===== config.mk =====
export PLATFORM = sky130hd
export DESIGN_NAME = icache_fetch_ctrl
export DESIGN_NICKNAME = d
export VERILOG_FILES = /design/src/source/icache_pkg.sv /design/src/source/icache_fetch_ctrl.sv
export SDC_FILE = /design/constraint.sdc
export NUM_CORES = 1
export LEC_CHECK = 0
export BUFFER_PORTS_ARGS = -buffer_cell sky130_fd_sc_hd__buf_4
export CAP_MARGIN = 20
export CORE_AREA = 4 4 292 294
export DETAILED_ROUTE_END_ITERATION = 16
export DIE_AREA = 0 0 296 298
export GPL_TIMING_DRIVEN = 1
export PLACE_DENSITY = 0.35
export SETUP_SLACK_MARGIN = 0.15
export SLEW_MARGIN = 25
export SYNTH_ARGS = -nofsm -noshare
export SYNTH_HDL_FRONTEND = slang
export SYNTH_SLANG_ARGS = --single-unit

===== constraint.sdc =====
create_clock -name clk -period 2.3 [get_ports clk]
set_input_delay 0.69 -clock clk [delete_from_list [all_inputs] [get_ports clk]]
set_output_delay 0.69 -clock clk [all_outputs]
set_load 0.1 [all_outputs]

===== src/source/icache_pkg.sv =====
package icache_pkg;

	// fetch address width
	localparam int ADDR_W = 64;

	// cache geometry, 4 ways by 64 sets of 16-byte lines
	localparam int WAYS = 4;
	localparam int SETS = 64;

	// index sits at address bits 9:4
	localparam int INDEX_W = 6;
	// byte offset inside a line, bits 3:0
	localparam int OFFSET_W = 4;
	// tag is everything above the index, bits 63:10
	localparam int TAG_W = ADDR_W - INDEX_W - OFFSET_W;

	// line and instruction word sizes
	localparam int LINE_W = 128;
	localparam int INST_W = 32;
	// word select inside a line, address bits 3:2
	localparam int WORD_SEL_W = 2;

	// backing memory is 16 KiB of lines, indexed by bits 13:4
	localparam int MEM_LINES = 1024;
	localparam int MEM_IDX_W = 10;

	typedef logic [ADDR_W-1:0] addr_t;
	typedef logic [TAG_W-1:0] tag_t;
	typedef logic [INDEX_W-1:0] index_t;

	// word 0 lives in the low 32 bits
	typedef logic [LINE_W-1:0] line_t;
	typedef logic [INST_W-1:0] inst_t;

	// one bit per way, one-hot or all zero
	typedef logic [WAYS-1:0] way_mask_t;

	// one line per way, slot w belongs to way w
	typedef line_t [WAYS-1:0] way_lines_t;

endpackage

===== src/source/icache_fetch_ctrl.sv =====
module icache_fetch_ctrl import icache_pkg::*; (
	input logic clk,
	input logic rst,

	// fetch request
	input addr_t addr,
	input logic valid,
	input logic flush,

	// tag compare result for the current address
	input way_mask_t way_hit,

	// line from the backing memory at addr
	input line_t line,

	// registered outputs of the four data SRAMs
	input way_lines_t way_rdata,

	// SRAM controls
	output way_mask_t way_en,
	output logic way_we,

	// tag fill select
	output way_mask_t fill_way,

	// response, one cycle after the request
	output inst_t inst,
	output logic ready,
	output logic hit
);

	// any way matched
	logic any_hit;
	// valid request that missed, needs a fill
	logic fill;

	// round-robin victim, one-hot
	way_mask_t victim;

	// response state for the request taken at the last edge
	way_mask_t prev_way_hit;
	line_t bypass_line;
	logic [WORD_SEL_W-1:0] word_off;

	// line picked for the response
	line_t resp_line;

	assign any_hit = |way_hit;
	assign fill = valid && !any_hit;

	// hit reads the matching way, miss writes the victim way
	always_comb begin
		way_en = '0;
		if (valid) begin
			if (any_hit) begin
				way_en = way_hit;
			end else begin
				way_en = victim;
			end
		end
	end

	// single write level, only meaningful on the enabled way
	assign way_we = fill;

	// tags follow the same victim
	assign fill_way = fill ? victim : '0;

	// rotate one way per fill
	// flush does not stop this, the fill still lands
	always_ff @(posedge clk) begin
		if (rst) begin
			victim <= way_mask_t'(1);
		end else if (fill) begin
			victim <= {victim[WAYS-2:0], victim[WAYS-1]};
		end
	end

	// response control
	// flush drops the response due next cycle
	always_ff @(posedge clk) begin
		if (rst || flush) begin
			ready <= 1'b0;
			hit <= 1'b0;
			prev_way_hit <= '0;
		end else begin
			ready <= valid;
			hit <= valid && any_hit;
			// zero here selects the bypass line
			prev_way_hit <= valid ? way_hit : '0;
		end
	end

	// payload side, only loaded with a request
	always_ff @(posedge clk) begin
		if (valid) begin
			// missed line comes straight from memory
			bypass_line <= line;
			// bits 3:2 pick the word
			word_off <= addr[OFFSET_W-1 -: WORD_SEL_W];
		end
	end

	// hitting way's SRAM output, else the bypass register
	always_comb begin
		resp_line = bypass_line;
		for (int w = 0; w < WAYS; w++) begin
			if (prev_way_hit[w]) begin
				resp_line = way_rdata[w];
			end
		end
	end

	// word extraction, word 0 in the low bits
	assign inst = resp_line[word_off*INST_W +: INST_W];

endmodule


==> results_dict.tcl <==
set metrics [dict create \
    reg2reg_from "victim[1]" \
    synth_top_flop_cell "edfxtp_1" \
    syn_area_um2 9070 \
    gr-usage-met3_pct 4.33 \
    final_util_pct 25.1 \
    drt_first_pass_iters 4 \
    p_seq_share_pct 28.4 \
    placed_cells 2592 \
    critPathCaptureType "output port" \
    power.density_nw_per_um2 515 \
    coreArea_um2 82900 \
    async_reset_ff_share_pct 0 \
    fin_skew_ns 0.000147 \
    synth.distinct_cells 32 \
    ys.warnings.count 0 \
    die_w_um 296 \
    rr_worst_depth 5 \
    hp-class "input port to flip-flop" \
    io_pins 755 \
    dp_hpwl_um 57500 \
    initial_core_util_pct 10.9 \
    routed_via_density 4.04 \
    antenna_found_initial 3 \
    cap_violations 0 \
    fmax_mhz 305 \
    worst_hold_startpoint "line[108]" \
    stdcell_count 2693 \
    leakagePower_nw 8.04 \
    grt_use_total_pct 15.9 \
    antenna_left 0 \
    cp.required_ns 1.61 \
    gr-usage-met2_pct 28.8 \
    synth_area_per_cell_um2 11.6 \
    syn_nets 1491 \
    clock_latency_ns 0.48 \
    grt_overflow 0 \
    wl_per_cell_um 27.2 \
    row_count 106 \
    irDropWorstVdd_mv 0.436 \
    clock_path_buffers 2 \
    area_growth_pct 129 \
    hold_violations 0 \
    grt_first_pass_wirelength_um 96800 \
    cts_made_buffers 17 \
    clock-root-buffer "clkbuf_16" \
    min_period_ns 3.28 \
    max_slew_margin_pct 55.2 \
    drt_iter0_drc 314 \
    failed_checks "setup timing" \
    p_sw_share_pct 35.6 \
    p_switching_mw 3.82 \
    layout-drive-gt1-share_pct 77.9 \
    die_area_um2 88200 \
    cp-start-kind "flip-flop" \
    cts.sinks 140 \
    synth_cells 779 \
    slew_violations 0 \
    route.detailed.drc 0 \
    finalSetupViolations 41 \
    reg2reg_to "victim[2]" \
    cellInternalPower_mw 6.90 \
    fin_ws_ns -0.981 \
    synth_top_area_share_pct 43.0 \
    grt_setup_unrepaired "true" \
    grt_pass1_vias 12100 \
    cts.clk_slew.worst_paths_ns 0.08 \
    wirelength_um 73200 \
    cts_tree "built" \
    globalRoute.busiestLayer "met2" \
    yosys.area.top_type "edfxtp_1" \
    met1_usage_pct 17.7 \
    num-fill-cells 8772 \
    reg2reg_slack_ns 1.27 \
    layout.nets 2309 \
    synth_edf_count 130 \
    ys_seq_elements 140 \
    combinationalPowerShare_pct 44.3 \
    ys_seq_area_share_pct 45.2 \
    gp_congestion 0.862 \
    path_max_fanout 12 \
    die_h_um 298 \
    vias 10900 \
    grt_start_max_net_pins 68 \
    arrival_ns 2.59 \
    clock_power_share_pct 27.3 \
    status "complete, but fails checks" \
    hold_depth 1 \
    yosys-top-cells-area "edfxtp_1 (43%), mux2_2 (16%), o22ai_1 (10%)" \
    cts_hold_buf 0 \
    fin_crit_sh_pct 143 \
    crit_type "flip-flop to output port" \
    holdPathEnd "bypass_line[108]" \
    io_buffers 692 \
    worst_slew_pin_slew_ns 0.670 \
    h-tree-depth 4 \
]
[flip-flops by register name, summed over array words and instances (netlist names)]
register      count
word_off          2
hit               1
victim            4
bypass_line     128
ready             1
prev_way_hit      4
[critical path, stage by stage, from the launching register on]
cell	delay, ns
dfxtp_2	0.33
buf_6	0.11
or3_4	0.49
buf_4	0.27
o22ai_2	0.27
o32ai_4	0.20
o22a_4	0.26
buf_12	0.16
[synthesized netlist by cell type, drive strengths merged, types with 2 or more instances]
library cell	instances
inv	3
and3	4
o22a	32
nor2b	5
nor2	5
o22ai	156
buf	38
o21ai	31
o221ai	69
clkbuf	53
nor3b	2
a211oi	29
o32ai	29
mux2	128
dfxtp	10
mux2i	32
a21oi	10
edfxtp	130
and2	4
[what timing repair did]
action                     in CTS  in global routing
cloned                         11                  3
setup endpoints to repair      41                 41
resized for setup             358                 71
setup buffers                  37                 15
pin swaps                      71                 37
[layout by cell type (no fill, tap or decap), types with 4 or more instances in the layout]
| master | instances |
|---|---|
| buf_8 | 9 |
| a21oi_4 | 4 |
| o22ai_4 | 47 |
| clkbuf_16 | 20 |
| mux2i_1 | 27 |
| o22ai_2 | 36 |
| o21ai_1 | 18 |
| mux2_2 | 123 |
| o32ai_4 | 27 |
| a21oi_1 | 5 |
| and3_4 | 4 |
| o221ai_2 | 6 |
| buf_6 | 28 |
| a211oi_1 | 13 |
| nor2b_4 | 4 |
| buf_12 | 74 |
| a211oi_4 | 6 |
| a211oi_2 | 10 |
| and2_1 | 4 |
| o22ai_1 | 73 |
| o21ai_2 | 10 |
| mux2_4 | 5 |
| o221ai_1 | 61 |
| dfxtp_1 | 6 |
| edfxtp_1 | 130 |
| nor2_1 | 4 |
| clkinv_1 | 4 |
| buf_16 | 12 |
| buf_4 | 762 |
| o22a_4 | 31 |
[cells by family after synthesis]
logic type | count (synthesis) | share of synthesized area, %
buffers and inverters | 95 | 4.73
muxes | 160 | 19.4
DFF | 140 | 45.2
and+or+nand+nor | 25 | 1.68
AOI/OAI and AO/OA | 359 | 28.9
[worst max-delay path by stage]
stage                    start  endpoint  slack (ns)  cells past startpoint
2_1_floorplan  prev_way_hit[1]  inst[31]       -0.21                      7
3_3_place_gp   prev_way_hit[3]  inst[15]       -0.96                      8
3_5_place_dp   prev_way_hit[3]  inst[15]       -1.02                      8
4_1_cts        prev_way_hit[3]  inst[11]       -1.06                      9
5_1_grt        prev_way_hit[1]  inst[18]       -1.08                     10
6_report       prev_way_hit[1]  inst[13]       -0.98                      7
[area by class of cell]
cell class | count | area (um2) | area share, %
timing repair buffer | 890 | 8120 | 39.1
tap | 1080 | 1350 | 6.50
antenna | 3 | 7.51 | 0.0361
inverter | 4 | 36.3 | 0.174
clock inverter | 13 | 126 | 0.608
clock buffer | 19 | 433 | 2.08
sequential | 140 | 4110 | 19.8
multi-input combinational | 544 | 6610 | 31.8
[through the flow]
| stage | hold WS (ns) | instance area [um2] | total power [mW] | worst slack [ns] | setup TNS, ns |
|---|---|---|---|---|---|
| 5_1_grt | 0.322 | 20800 | 11.2 | -1.08 | -33.67 |
| 6_report | 0.369 | 20800 | 10.7 | -0.981 | -30.41 |
| 3_5_place_dp | 0.500 | 17100 | 6.92 | -1.02 | -26.59 |
| 2_1_floorplan | 0.471 | 9700 | 4.95 | -0.209 | -5.54 |
| 4_1_cts | 0.309 | 20200 | 10.8 | -1.06 | -33.04 |
| 3_3_place_gp | 0.491 | 17100 | 6.90 | -0.964 | -25.96 |
[power groups by stage]
| stage | Clock [mW] | Combinational, mW | Sequential, mW |
|---|---|---|---|
| floorplan | 0 | 1.86 | 3.09 |
| global placement | 0 | 3.80 | 3.10 |
| detailed placement | 0 | 3.81 | 3.10 |
| CTS | 3.07 | 4.65 | 3.05 |
| global route | 3.14 | 4.96 | 3.06 |
| finish | 2.92 | 4.75 | 3.05 |
[layer usage]
| layer | share of wire [%] | vias to the layer above |
|---|---|---|
| met4 | 3.3 | 2 |
| met5 | 0.014 | - |
| met1 | 38 | 5327 |
| met3 | 6.8 | 60 |
| li1 | - | 5005 |
| met2 | 52 | 497 |
No activity file was read; power rests on OpenSTA's default activity.
